$ cat src/rv_decode_pkg.sv
package rv_decode_pkg;

    localparam int XLEN      = 32;
    localparam int PC_W      = 30;
    localparam int REG_IDX_W = 5;
    localparam int CSR_IDX_W = 12;

    // funct7 patterns for OP and the immediate shifts
    localparam logic [6:0] F7_BASE = 7'b0000000;
    localparam logic [6:0] F7_ALT  = 7'b0100000;

    typedef enum logic [6:0] {
        OPC_LOAD     = 7'b0000011,
        OPC_MISC_MEM = 7'b0001111,
        OPC_OP_IMM   = 7'b0010011,
        OPC_AUIPC    = 7'b0010111,
        OPC_STORE    = 7'b0100011,
        OPC_OP       = 7'b0110011,
        OPC_LUI      = 7'b0110111,
        OPC_BRANCH   = 7'b1100011,
        OPC_JALR     = 7'b1100111,
        OPC_JAL      = 7'b1101111,
        OPC_SYSTEM   = 7'b1110011
    } rv_opcode_e;

    typedef enum logic [5:0] {
        INSTR_ILLEGAL,
        INSTR_LB, INSTR_LH, INSTR_LW, INSTR_LBU, INSTR_LHU,
        INSTR_ADDI, INSTR_SLLI, INSTR_SLTI, INSTR_SLTIU,
        INSTR_XORI, INSTR_SRLI, INSTR_SRAI, INSTR_ORI, INSTR_ANDI,
        INSTR_AUIPC,
        INSTR_SB, INSTR_SH, INSTR_SW,
        INSTR_ADD, INSTR_SUB, INSTR_SLL, INSTR_SLT, INSTR_SLTU,
        INSTR_XOR, INSTR_SRL, INSTR_SRA, INSTR_OR, INSTR_AND,
        INSTR_LUI,
        INSTR_BEQ, INSTR_BNE, INSTR_BLT, INSTR_BGE, INSTR_BLTU, INSTR_BGEU,
        INSTR_JALR,
        INSTR_JAL,
        INSTR_FENCE, INSTR_FENCE_I,
        INSTR_CSRRW, INSTR_CSRRS, INSTR_CSRRC,
        INSTR_CSRRWI, INSTR_CSRRSI, INSTR_CSRRCI
    } rv_instr_e;

    // bit 4 set only for the arithmetic right shift
    typedef enum logic [4:0] {
        ALU_ADD   = 5'b00000,
        ALU_SUB   = 5'b00001,
        ALU_XOR   = 5'b00010,
        ALU_OR    = 5'b00011,
        ALU_AND   = 5'b00100,
        ALU_SHL   = 5'b00101,
        ALU_SHR_L = 5'b00110,
        ALU_SHR_A = 5'b10110,
        ALU_EQ    = 5'b01000,
        ALU_NEQ   = 5'b01001,
        ALU_LTS   = 5'b01010,
        ALU_LTU   = 5'b01011,
        ALU_NLTS  = 5'b01100,
        ALU_NLTU  = 5'b01101
    } alu_ctrl_e;

    typedef enum logic [1:0] {
        RES_ALU    = 2'd0,
        RES_MEMORY = 2'd1,
        RES_PC_P4  = 2'd2
    } res_src_e;

    typedef enum logic {
        OP1_REG = 1'b0,
        OP1_PC  = 1'b1
    } op1_sel_e;

    typedef enum logic {
        OP2_REG = 1'b0,
        OP2_IMM = 1'b1
    } op2_sel_e;

    typedef struct packed {
        logic [XLEN-1:0] imm_i;
        logic [XLEN-1:0] imm_s;
        logic [XLEN-1:0] imm_b;
        logic [XLEN-1:0] imm_u;
        logic [XLEN-1:0] imm_j;
    } imm_set_t;

    typedef struct packed {
        logic [REG_IDX_W-1:0] rs1;
        logic [REG_IDX_W-1:0] rs2;
        logic [REG_IDX_W-1:0] rd;
    } reg_idx_t;

    typedef struct packed {
        logic                 reg_write;
        logic                 mem_read;
        logic                 mem_write;
        res_src_e             res_src;
        logic                 jump;
        logic                 branch;
        logic                 pc_sel;
        op1_sel_e             op1_sel;
        op2_sel_e             op2_sel;
        logic [2:0]           funct3;
        alu_ctrl_e            alu_ctrl;
        logic [CSR_IDX_W-1:0] csr_idx;
        logic                 csr_read;
        logic                 csr_write;
    } decode_ctrl_t;

endpackage

$ cat src/rv_instr_classify.sv
`timescale 1ns/1ps

module rv_instr_classify
    import rv_decode_pkg::*;
(
    input  logic [XLEN-1:0] i_instr,
    output rv_instr_e       o_instr
);

    rv_opcode_e opcode;
    logic [2:0] funct3;
    logic [6:0] funct7;
    logic       full_len;

    assign opcode   = rv_opcode_e'(i_instr[6:0]);
    assign funct3   = i_instr[14:12];
    assign funct7   = i_instr[31:25];
    // compressed words have anything but 11 here
    assign full_len = (i_instr[1:0] == 2'b11);

    always_comb
    begin
        o_instr = INSTR_ILLEGAL;
        if (full_len)
        begin
            case (opcode)
                OPC_LOAD:
                begin
                    case (funct3)
                        3'b000: o_instr = INSTR_LB;
                        3'b001: o_instr = INSTR_LH;
                        3'b010: o_instr = INSTR_LW;
                        3'b100: o_instr = INSTR_LBU;
                        3'b101: o_instr = INSTR_LHU;
                        default: o_instr = INSTR_ILLEGAL;
                    endcase
                end
                OPC_MISC_MEM:
                begin
                    if (funct3 == 3'b000)
                        o_instr = INSTR_FENCE;
                    else if (funct3 == 3'b001)
                        o_instr = INSTR_FENCE_I;
                end
                OPC_OP_IMM:
                begin
                    case (funct3)
                        3'b000: o_instr = INSTR_ADDI;
                        3'b010: o_instr = INSTR_SLTI;
                        3'b011: o_instr = INSTR_SLTIU;
                        3'b100: o_instr = INSTR_XORI;
                        3'b110: o_instr = INSTR_ORI;
                        3'b111: o_instr = INSTR_ANDI;
                        3'b001:
                        begin
                            if (funct7 == F7_BASE)
                                o_instr = INSTR_SLLI;
                        end
                        default:
                        begin
                            // funct3 101, shamt field shares funct7
                            if (funct7 == F7_BASE)
                                o_instr = INSTR_SRLI;
                            else if (funct7 == F7_ALT)
                                o_instr = INSTR_SRAI;
                        end
                    endcase
                end
                OPC_AUIPC: o_instr = INSTR_AUIPC;
                OPC_STORE:
                begin
                    case (funct3)
                        3'b000: o_instr = INSTR_SB;
                        3'b001: o_instr = INSTR_SH;
                        3'b010: o_instr = INSTR_SW;
                        default: o_instr = INSTR_ILLEGAL;
                    endcase
                end
                OPC_OP:
                begin
                    case ({funct7, funct3})
                        {F7_BASE, 3'b000}: o_instr = INSTR_ADD;
                        {F7_ALT,  3'b000}: o_instr = INSTR_SUB;
                        {F7_BASE, 3'b001}: o_instr = INSTR_SLL;
                        {F7_BASE, 3'b010}: o_instr = INSTR_SLT;
                        {F7_BASE, 3'b011}: o_instr = INSTR_SLTU;
                        {F7_BASE, 3'b100}: o_instr = INSTR_XOR;
                        {F7_BASE, 3'b101}: o_instr = INSTR_SRL;
                        {F7_ALT,  3'b101}: o_instr = INSTR_SRA;
                        {F7_BASE, 3'b110}: o_instr = INSTR_OR;
                        {F7_BASE, 3'b111}: o_instr = INSTR_AND;
                        default: o_instr = INSTR_ILLEGAL;
                    endcase
                end
                OPC_LUI: o_instr = INSTR_LUI;
                OPC_BRANCH:
                begin
                    case (funct3)
                        3'b000: o_instr = INSTR_BEQ;
                        3'b001: o_instr = INSTR_BNE;
                        3'b100: o_instr = INSTR_BLT;
                        3'b101: o_instr = INSTR_BGE;
                        3'b110: o_instr = INSTR_BLTU;
                        3'b111: o_instr = INSTR_BGEU;
                        default: o_instr = INSTR_ILLEGAL;
                    endcase
                end
                OPC_JALR:
                begin
                    if (funct3 == 3'b000)
                        o_instr = INSTR_JALR;
                end
                OPC_JAL: o_instr = INSTR_JAL;
                OPC_SYSTEM:
                begin
                    // ecall and ebreak fall through as illegal
                    case (funct3)
                        3'b001: o_instr = INSTR_CSRRW;
                        3'b010: o_instr = INSTR_CSRRS;
                        3'b011: o_instr = INSTR_CSRRC;
                        3'b101: o_instr = INSTR_CSRRWI;
                        3'b110: o_instr = INSTR_CSRRSI;
                        3'b111: o_instr = INSTR_CSRRCI;
                        default: o_instr = INSTR_ILLEGAL;
                    endcase
                end
                default: o_instr = INSTR_ILLEGAL;
            endcase
        end
    end

endmodule

$ cat src/rv_imm_gen.sv
`timescale 1ns/1ps

module rv_imm_gen
    import rv_decode_pkg::*;
(
    input  logic [XLEN-1:0] i_instr,
    output imm_set_t        o_imms
);

    logic sign;

    assign sign = i_instr[31];

    // I type, loads, jalr and op-imm
    assign o_imms.imm_i = {
        {21{sign}},
        i_instr[30:20]
    };

    // S type splits the offset around rd
    assign o_imms.imm_s = {
        {21{sign}},
        i_instr[30:25],
        i_instr[11:7]
    };

    assign o_imms.imm_b = {
        {20{sign}},
        i_instr[7],
        i_instr[30:25],
        i_instr[11:8],
        1'b0
    };

    assign o_imms.imm_u = {
        i_instr[31:12],
        12'b0
    };

    assign o_imms.imm_j = {
        {12{sign}},
        i_instr[19:12],
        i_instr[20],
        i_instr[30:21],
        1'b0
    };

endmodule

$ cat src/rv_ctrl_gen.sv
`timescale 1ns/1ps

module rv_ctrl_gen
    import rv_decode_pkg::*;
(
    input  logic [XLEN-1:0] i_instr,
    input  rv_instr_e       i_op,
    input  imm_set_t        i_imms,
    output reg_idx_t        o_regs,
    output logic [XLEN-1:0] o_imm,
    output decode_ctrl_t    o_ctrl
);

    logic                 is_load;
    logic                 is_store;
    logic                 is_op_imm;
    logic                 is_op;
    logic                 is_branch;
    logic                 is_jump;
    logic                 is_upper;
    logic                 csr_rw;
    logic                 csr_sc;
    logic [REG_IDX_W-1:0] rd_f;
    logic [REG_IDX_W-1:0] rs1_f;
    alu_ctrl_e            alu_op;

    assign rd_f  = i_instr[11:7];
    assign rs1_f = i_instr[19:15];

    assign is_load   = i_op inside {INSTR_LB, INSTR_LH, INSTR_LW, INSTR_LBU, INSTR_LHU};
    assign is_store  = i_op inside {INSTR_SB, INSTR_SH, INSTR_SW};
    assign is_op_imm = i_op inside {INSTR_ADDI, INSTR_SLLI, INSTR_SLTI, INSTR_SLTIU,
                                    INSTR_XORI, INSTR_SRLI, INSTR_SRAI, INSTR_ORI,
                                    INSTR_ANDI};
    assign is_op     = i_op inside {INSTR_ADD, INSTR_SUB, INSTR_SLL, INSTR_SLT, INSTR_SLTU,
                                    INSTR_XOR, INSTR_SRL, INSTR_SRA, INSTR_OR, INSTR_AND};
    assign is_branch = i_op inside {INSTR_BEQ, INSTR_BNE, INSTR_BLT, INSTR_BGE,
                                    INSTR_BLTU, INSTR_BGEU};
    assign is_jump   = i_op inside {INSTR_JAL, INSTR_JALR};
    assign is_upper  = i_op inside {INSTR_LUI, INSTR_AUIPC};
    assign csr_rw    = i_op inside {INSTR_CSRRW, INSTR_CSRRWI};
    assign csr_sc    = i_op inside {INSTR_CSRRS, INSTR_CSRRC, INSTR_CSRRSI, INSTR_CSRRCI};

    always_comb
    begin
        if (i_op == INSTR_JAL)
            o_imm = i_imms.imm_j;
        else if (is_upper)
            o_imm = i_imms.imm_u;
        else if (i_op == INSTR_JALR || is_load || is_op_imm)
            o_imm = i_imms.imm_i;
        else if (is_branch)
            o_imm = i_imms.imm_b;
        else if (is_store)
            o_imm = i_imms.imm_s;
        else
            o_imm = '0;
    end

    always_comb
    begin
        case (i_op)
            INSTR_BEQ:                            alu_op = ALU_EQ;
            INSTR_BNE:                            alu_op = ALU_NEQ;
            INSTR_BLT, INSTR_SLT, INSTR_SLTI:     alu_op = ALU_LTS;
            INSTR_BLTU, INSTR_SLTU, INSTR_SLTIU:  alu_op = ALU_LTU;
            INSTR_BGE:                            alu_op = ALU_NLTS;
            INSTR_BGEU:                           alu_op = ALU_NLTU;
            INSTR_SUB:                            alu_op = ALU_SUB;
            INSTR_XOR, INSTR_XORI:                alu_op = ALU_XOR;
            INSTR_OR, INSTR_ORI:                  alu_op = ALU_OR;
            INSTR_AND, INSTR_ANDI:                alu_op = ALU_AND;
            INSTR_SLL, INSTR_SLLI:                alu_op = ALU_SHL;
            INSTR_SRL, INSTR_SRLI:                alu_op = ALU_SHR_L;
            INSTR_SRA, INSTR_SRAI:                alu_op = ALU_SHR_A;
            // address and plain adds
            default:                              alu_op = ALU_ADD;
        endcase
    end

    always_comb
    begin
        o_ctrl.reg_write = is_load || is_op_imm || is_op || is_upper || is_jump;
        o_ctrl.mem_read  = is_load;
        o_ctrl.mem_write = is_store;
        if (is_load)
            o_ctrl.res_src = RES_MEMORY;
        else if (is_jump)
            o_ctrl.res_src = RES_PC_P4;
        else
            o_ctrl.res_src = RES_ALU;
        o_ctrl.jump      = is_jump;
        o_ctrl.branch    = is_branch;
        o_ctrl.pc_sel    = (i_op == INSTR_JALR);
        o_ctrl.op1_sel   = (i_op inside {INSTR_AUIPC, INSTR_JAL}) ? OP1_PC : OP1_REG;
        o_ctrl.op2_sel   = (is_upper || is_jump || is_op_imm || is_load || is_store) ?
                           OP2_IMM : OP2_REG;
        o_ctrl.funct3    = i_instr[14:12];
        o_ctrl.alu_ctrl  = alu_op;
        o_ctrl.csr_idx   = i_instr[31:20];
        // no read side effect for a write-only swap into x0
        o_ctrl.csr_read  = (csr_rw && (rd_f != '0)) || csr_sc;
        o_ctrl.csr_write = csr_rw || (csr_sc && (rs1_f != '0));
    end

    assign o_regs.rs1 = (i_op == INSTR_LUI) ? '0 : rs1_f;
    assign o_regs.rs2 = i_instr[24:20];
    assign o_regs.rd  = rd_f;

endmodule

$ cat src/rv_decode.sv
`timescale 1ns/1ps

module rv_decode
    import rv_decode_pkg::*;
(
    input  logic            i_clk,
    input  logic            i_rst_n,
    input  logic            i_stall,
    input  logic            i_flush,
    input  logic [XLEN-1:0] i_instr,
    input  logic [PC_W-1:0] i_pc,
    input  logic [PC_W-1:0] i_pc_p4,
    output logic [PC_W-1:0] o_pc,
    output logic [PC_W-1:0] o_pc_p4,
    output reg_idx_t        o_regs,
    output logic [XLEN-1:0] o_imm,
    output decode_ctrl_t    o_ctrl,
    output logic            o_valid,
    output logic            o_illegal
);

    logic [PC_W-1:0] pc_q;
    logic [PC_W-1:0] pc_p4_q;
    logic            bubble_q;
    rv_instr_e       instr_op;
    imm_set_t        imms;

    // pc pair follows the fetched word into decode
    always_ff @(posedge i_clk or negedge i_rst_n)
    begin
        if (!i_rst_n)
        begin
            pc_q    <= '0;
            pc_p4_q <= '0;
        end
        else if (i_flush)
        begin
            pc_q    <= '0;
            pc_p4_q <= '0;
        end
        else if (!i_stall)
        begin
            pc_q    <= i_pc;
            pc_p4_q <= i_pc_p4;
        end
    end

    // one bubble cycle after a flush, and out of reset
    always_ff @(posedge i_clk or negedge i_rst_n)
    begin
        if (!i_rst_n)
            bubble_q <= 1'b1;
        else
            bubble_q <= i_flush;
    end

    rv_instr_classify u_classify (
        .i_instr (i_instr),
        .o_instr (instr_op)
    );

    rv_imm_gen u_imm_gen (
        .i_instr (i_instr),
        .o_imms  (imms)
    );

    rv_ctrl_gen u_ctrl_gen (
        .i_instr (i_instr),
        .i_op    (instr_op),
        .i_imms  (imms),
        .o_regs  (o_regs),
        .o_imm   (o_imm),
        .o_ctrl  (o_ctrl)
    );

    assign o_pc      = pc_q;
    assign o_pc_p4   = pc_p4_q;
    assign o_valid   = !bubble_q;
    assign o_illegal = o_valid && (instr_op == INSTR_ILLEGAL);

endmodule

$ cat config.mk
export PLATFORM = sky130hd
export DESIGN_NAME = rv_decode
export DESIGN_NICKNAME = d
export VERILOG_FILES = /design/src/rv_decode_pkg.sv /design/src/rv_instr_classify.sv /design/src/rv_imm_gen.sv /design/src/rv_ctrl_gen.sv /design/src/rv_decode.sv
export SDC_FILE = /design/constraint.sdc
export NUM_CORES = 1
export LEC_CHECK = 0
export ABC_AREA = 1
export BUFFER_PORTS_ARGS = -buffer_cell sky130_fd_sc_hd__buf_2
export CAP_MARGIN = 20
export CORE_UTILIZATION = 35
export CTS_BUF_LIST = sky130_fd_sc_hd__clkbuf_8
export CTS_CLUSTER_DIAMETER = 30
export DETAILED_ROUTE_END_ITERATION = 8
export GPL_ROUTABILITY_DRIVEN = 0
export PLACE_DENSITY = 0.58
export SYNTH_ARGS = -nofsm -noshare
export SYNTH_HDL_FRONTEND = slang
export SYNTH_HIERARCHICAL = 1
export SYNTH_SLANG_ARGS = --single-unit
$ cat constraint.sdc
create_clock -name i_clk -period 5.39 [get_ports i_clk]
set_input_delay 0.539 -clock i_clk [delete_from_list [all_inputs] [get_ports i_clk]]
set_output_delay 0.539 -clock i_clk [all_outputs]
set_load 0.05 [all_outputs]
# [Yosys cells after proc, flatten, opt, wreduce, memory -nomap -nowiden]
# Memory sizes are Yosys's and may differ from the RTL's.
# Index checks and enable logic that the tools add are counted.
[totals] word_cells=137 output_inout_bits=141 mem_bits_ro=320 register_bits=61 in_bits=96 memories=1
[mem_list] name="(name not given)" depth=64 width=5 rd=1 rd_ports_with_merged_regs=0 write_ports=0 line="rv_ctrl_gen.sv:62" rtl="case (i_op)"
[op_classes] reduce_logical=32 n_eq_ne=73 mux=28
[ops] cell="2-to-1 mux 32 bit" n=5
[ops] cell="2-to-1 mux 30 bit" n=4
[ops] cell="== test 6 x 5 -> 1 bit, second input constant" n=16
[ops] cell="== test 6 bit, second input constant" n=12
[ops] cell="one-hot mux 6 bit (6 select lines)" n=2
[ops] cell="one-hot mux 6 bit (11 select lines)" n=1
[ops] cell="one-hot mux 5 bit (10 select lines)" n=1
[ops] cell="== test 6 x 4 -> 1 bit, second input constant" n=8
[ops] cell="one-hot mux 6 bit (7 select lines)" n=1
[ops] cell="== test 10 x 3 -> 1 bit, second input constant" n=4
[ops] cell="2-to-1 mux 6 bit" n=5
[ops] cell="== test 7 x 6 -> 1 bit, second input constant" n=4
[ops] cell="== test 7 bit, second input constant" n=4
[ops] cell="== test 6 x 3 -> 1 bit, second input constant" n=4
[ops] cell="== test 10 x 2 -> 1 bit, second input constant" n=2
[ops] cell="== test 10 x 9 -> 1 bit, second input constant" n=2
[ops] cell="one-hot mux 3 bit (5 select lines)" n=1
[ops] cell="one-hot mux 5 bit (3 select lines)" n=1
[ops] cell="nonzero test 5 bit" n=3
[ops] cell="== test 7 x 5 -> 1 bit, second input constant" n=2
[ops] cell="== test 3 bit, second input constant" n=4
[ops] cell="== test 6 x 2 -> 1 bit, second input constant" n=2
[ops] cell="logical OR 1 bit" n=12
[ops] cell="== test 10 x 1 -> 1 bit, second input constant" n=1
[ops] cell="other kinds (24)" n=32

# [Logic depth before layout (Yosys ltp)]
[depth] depth_word=13 mapped_depth=25

# [Modules after synthesis]
# The synthesis kept the hierarchy.
[modules_own_cells] module="rv_decode" seq_area_each_um2=1527.7 area_each_um2=2613.8 cells_each=270 n_inst=1
[modules_own_cells] module="rv_ctrl_gen" seq_area_each_um2=0.0 area_each_um2=2321.0 cells_each=396 n_inst=1
[modules_own_cells] module="rv_imm_gen" seq_area_each_um2=0.0 area_each_um2=1204.9 cells_each=161 n_inst=1
[modules_own_cells] module="rv_instr_classify" seq_area_each_um2=0.0 area_each_um2=681.9 cells_each=160 n_inst=1

# [Worst setup path before layout]
# Ideal clock, no wire load.
[synth_timing] path_type="input port to output port" from="input i_instr[14]" to="output o_imm[0]" slack_ns=1.554 n_path_buf=1 t_arrival_ns=3.297 stages=19 cell_sequence="buf_4 nand2_1 inv_1 nand3_1 nand3_1 nand2_1 inv_2 nand2_1 nand2_1 inv_1 ha_1 nand3_4 nor2_4 nor2_2 nand2_4 nand2_1 nand2_1 nand2_1 a21oi_1"
[synth_lines] element="start, declared" line="rv_decode.sv:10" rtl="input logic [XLEN-1:0] i_instr,"
[synth_lines] element="end, declared" line="rv_decode.sv:16" rtl="output logic [XLEN-1:0] o_imm,"

# [Final worst setup path]
[layout_timing] from="input i_instr[27]" to="output o_imm[15]"
[layout_via] word_cells_on_any_way=58 cone_classes="eq/ne (37); mux (12); reduce/logical (9)"
[layout_lines] element="zero test 7 bit" line="rv_instr_classify.sv:56, rv_instr_classify.sv:62"
[layout_lines] element="2-to-1 mux 6 bit / 2-to-1 mux 3 bit (equally long branches)" line="rv_instr_classify.sv:62, rv_instr_classify.sv:56"
[layout_lines] element="one-hot mux 6 bit (7 select lines)" line="rv_instr_classify.sv:47" rtl="case (funct3)"
[layout_lines] element="one-hot mux 6 bit (11 select lines) (*)" line="rv_instr_classify.sv:26" rtl="case (opcode)"
[layout_lines] element="2-to-1 mux 6 bit (*)" line="rv_instr_classify.sv:24" rtl="if (full_len)"
[layout_lines] element="via instr_op[0]" line="rv_decode.sv:25" rtl="rv_instr_e instr_op;"
[layout_lines] element="== test 6 x 5 -> 1 bit, or another cell as far along" line="rv_ctrl_gen.sv:31" rtl="assign is_store = i_op inside {INSTR_SB, INSTR_SH, INSTR_SW};"
[layout_lines] element="nonzero test 3 bit / nonzero test 5 bit (equally long branches)" line="rv_ctrl_gen.sv:31, rv_ctrl_gen.sv:30"
[layout_lines] element="2-to-1 mux 32 bit / logical OR 1 bit (equally long branches)" line="rv_ctrl_gen.sv:54, rv_ctrl_gen.sv:50"
[layout_lines] element="2-to-1 mux 32 bit / logical OR 1 bit (equally long branches)" line="rv_ctrl_gen.sv:52, rv_ctrl_gen.sv:50"
[layout_lines] element="2-to-1 mux 32 bit" line="rv_ctrl_gen.sv:50" rtl="else if (i_op == INSTR_JALR || is_load || is_op_imm)"
[layout_lines] element="2-to-1 mux 32 bit" line="rv_ctrl_gen.sv:48" rtl="else if (is_upper)"
[layout_lines] element="2-to-1 mux 32 bit (*)" line="rv_ctrl_gen.sv:46" rtl="if (i_op == INSTR_JAL)"
# Mark *: on every way through the listed nets, which the timed path passes. The rest lies on a longest branch.

==> results.toml <==
[floorplan]
fp.coreArea_um2 = 18900
die_area_um2 = 20100
chipWidth_um = 142
io_pins = 237
fp-row-count = 50
start_util = 0.361
die_h_um = 142

[synthesis]
synth_edf_count = 0
yosysSeqAreaShare = 0.224
synth_area_um2 = 6820
synth_ff_type = "dfrtp_1"
syn_inst = 987
yosys_warnings = 6
ys_types = 40
syn_area_per_cell_um2 = 6.91
synthArstFlopShare = 1.00
ys_ff_latch = 61

[critical_path]
r2r_setup_slack_ns = 4.74
crit_arrival_ns = 3.94
crit-reg2reg-capture = "o_pc[19]"
crit_fanout = 33
cp_data_required_time_ns = 4.85
reg2regPathDepth = 2
path_class = "input pin to primary output"
cp-end-kind = "primary output"
start_kind = "input pin"
rr_startpoint = "o_pc[19]"

[detailed_routing]
wl_per_cell_um = 14.2
final_antenna_net_count = 0
viasPerCell = 4.67
routed_wl_um = 18200
drc = 0
drtPass1Iterations = 4
dr_total_vias = 5993
drtIter0Drc = 381

[cells_and_area]
nets = 1120
drive_above_1_share = 0.367
stdcell_area_um2 = 6860
area_delta_synth_final_pct = 0.532
fin_cells = 1284
num_antenna_cells = 0
final_cell_mix = "nand2_1 (264), buf_2 (234), nor2_1 (83), nand3_1 (65), dfrtp_1 (60)"
fill_cells = 2126
seq_area_um2 = 1530
mostFrequentLayoutCell = "nand2_1"
multi_input_area_um2 = 3350

[placement]
numPortBuffers = 236
place_hpwl_um = 13100
placed_cell_area_um2 = 6670
placedCellCount = 1268

[clock_network]
postCtsSetupRepairBufs = 0
clockBufferDepth = 2
ctsHoldBuffers = 0
htreeDepth = 3
clock_sinks = 61
insertion_delay_ns = 0.34
cts_tree = "yes"
cts_resized = 0
clkTransAtPathRegs_ns = 0.08
cts_buffers = 9
cts_root_buf = "clkbuf_8"

[sta]
worst_slew_margin_rel = 0.443
finalCriticalPeriod_ns = 4.48
rsz0062_at_grt = "false"
maxSlewViolCount = 0
hold_viol_final = 0
setup_viol = 0
fin_skew_ns = 0
fin_setup_tns_ns = 0
post-route-period-util = 0.832
max_slew.worst_pin.slew_ns = 0.836
fmax_mhz = 223

[power]
power_density_nw_per_um2 = 202
p_leak_nw = 3.86
ir_drop_uv = 171

[grt]
antenna_found_initial = 0
grt_pass1_vias = 5341
grt_overflow_total = 0
grt_usage = 0.176
grt_pass1_wl_um = 28200
grt_max_degree = 77

[flow_run]
drv_cap = 0

[min_path]
min_path_type = "input pin to async pin"

[status]
status = "completed"
## routing by layer
| layer | wire length [um] | up-vias | part of all wire | track usage |
|---|---|---|---|---|
| met4 | 377 | 0 | 0.021 | 0.0532 |
| li1 | - | 3041 | - | - |
| met1 | 8200 | 2714 | 0.45 | 0.241 |
| met5 | 0 | - | 0 | 0 |
| met2 | 8260 | 217 | 0.45 | 0.270 |
| met3 | 1370 | 21 | 0.075 | 0.0483 |
## Yosys cell counts, types with 4 or more instances
| master | number | share of area |
|---|---|---|
| nand4_1 | 6 | 0.0055 |
| nor2_4 | 6 | 0.0099 |
| nor3_1 | 5 | 0.0037 |
| o22ai_1 | 4 | 0.0037 |
| nand3_1 | 65 | 0.048 |
| buf_2 | 19 | 0.014 |
| o21ai_0 | 17 | 0.012 |
| nor2_2 | 9 | 0.0083 |
| a22oi_1 | 32 | 0.035 |
| nand2_2 | 32 | 0.029 |
| buf_6 | 13 | 0.021 |
| buf_4 | 196 | 0.22 |
| ha_1 | 5 | 0.0092 |
| nand3_2 | 23 | 0.034 |
| nor2_1 | 83 | 0.046 |
| a21oi_1 | 39 | 0.029 |
| inv_1 | 37 | 0.020 |
| o211ai_1 | 5 | 0.0055 |
| a21oi_2 | 30 | 0.039 |
| nand2_1 | 264 | 0.15 |
| dfrtp_1 | 60 | 0.22 |
| inv_2 | 9 | 0.0050 |
## worst max-delay path, cell delays in order
cell and delay (ns):
buf_2 0.16, nor2_1 0.18, nand2_1 0.13, nor2_1 0.25
o21ai_0 0.16, o21ai_0 0.11, nand3_1 0.10, nand3_1 0.23
inv_1 0.14, ha_1 0.32, o211ai_1 0.24, nand3_2 0.58
a22oi_1 0.37, nand2_1 0.08, nand2_1 0.08, a21oi_2 0.05
buf_2 0.21
## final cells by class
cell class | instances | share of cell area
multi-input combinational | 654 | 0.489
sequential | 61 | 0.223
timing repair buffer | 242 | 0.183
tap | 260 | 0.0474
inverter | 51 | 0.0297
clock buffer | 9 | 0.0181
clock inverter | 7 | 0.00967
## registers in the layout, summed over array words and instances, names as in the netlist
name,flops
o_pc,30
o_pc_p4,30
bubble_q,1
## kinds of logic (layout without fill, tap and decap cells)
kind of cell,after synthesis,count (layout),share of synthesized area
flip-flops,61,61,0.224
AO/OA/AOI/OAI,134,134,0.132
buffers and inverters,285,309,0.291
other,1,14,0.000550
adder cells (fa/ha/maj),5,5,0.00917
AND/OR/NAND/NOR,501,501,0.343
## power breakdown
group | internal (mW) | leakage (nW) | total, mW | switching (mW)
combinational | 0.113 | 2.95 | 0.491 | 0.377
sequential | 0.483 | 0.808 | 0.498 | 0.0149
clock | 0.212 | 0.105 | 0.399 | 0.188
total | 0.808 | 3.86 | 1.39 | 0.580
## metrics by stage
stage | worst slack, ns | total power, mW | util | hold slack (ns)
2_1_floorplan | 1.55 | 0.957 | - | 0.243
3_3_place_gp | 0.921 | 0.998 | 0.353 | 0.489
3_5_place_dp | 0.952 | 0.999 | 0.353 | 0.489
4_1_cts | 0.943 | 1.40 | 0.363 | 0.349
5_1_grt | 0.498 | 1.46 | 0.363 | 0.364
6_report | 0.908 | 1.39 | 0.363 | 0.352
## worst max path at each step
stage | start | end | slack, ns | cells after the start
2_1_floorplan | i_instr[14] | o_imm[0] | 1.55 | 19
3_3_place_gp | i_instr[27] | o_imm[13] | 0.92 | 17
3_5_place_dp | i_instr[27] | o_imm[14] | 0.95 | 17
4_1_cts | i_instr[27] | o_imm[7] | 0.94 | 16
5_1_grt | i_instr[27] | o_imm[14] | 0.50 | 17
6_report | i_instr[27] | o_imm[15] | 0.91 | 17
Note: power is estimated with default switching activity, not from simulation.
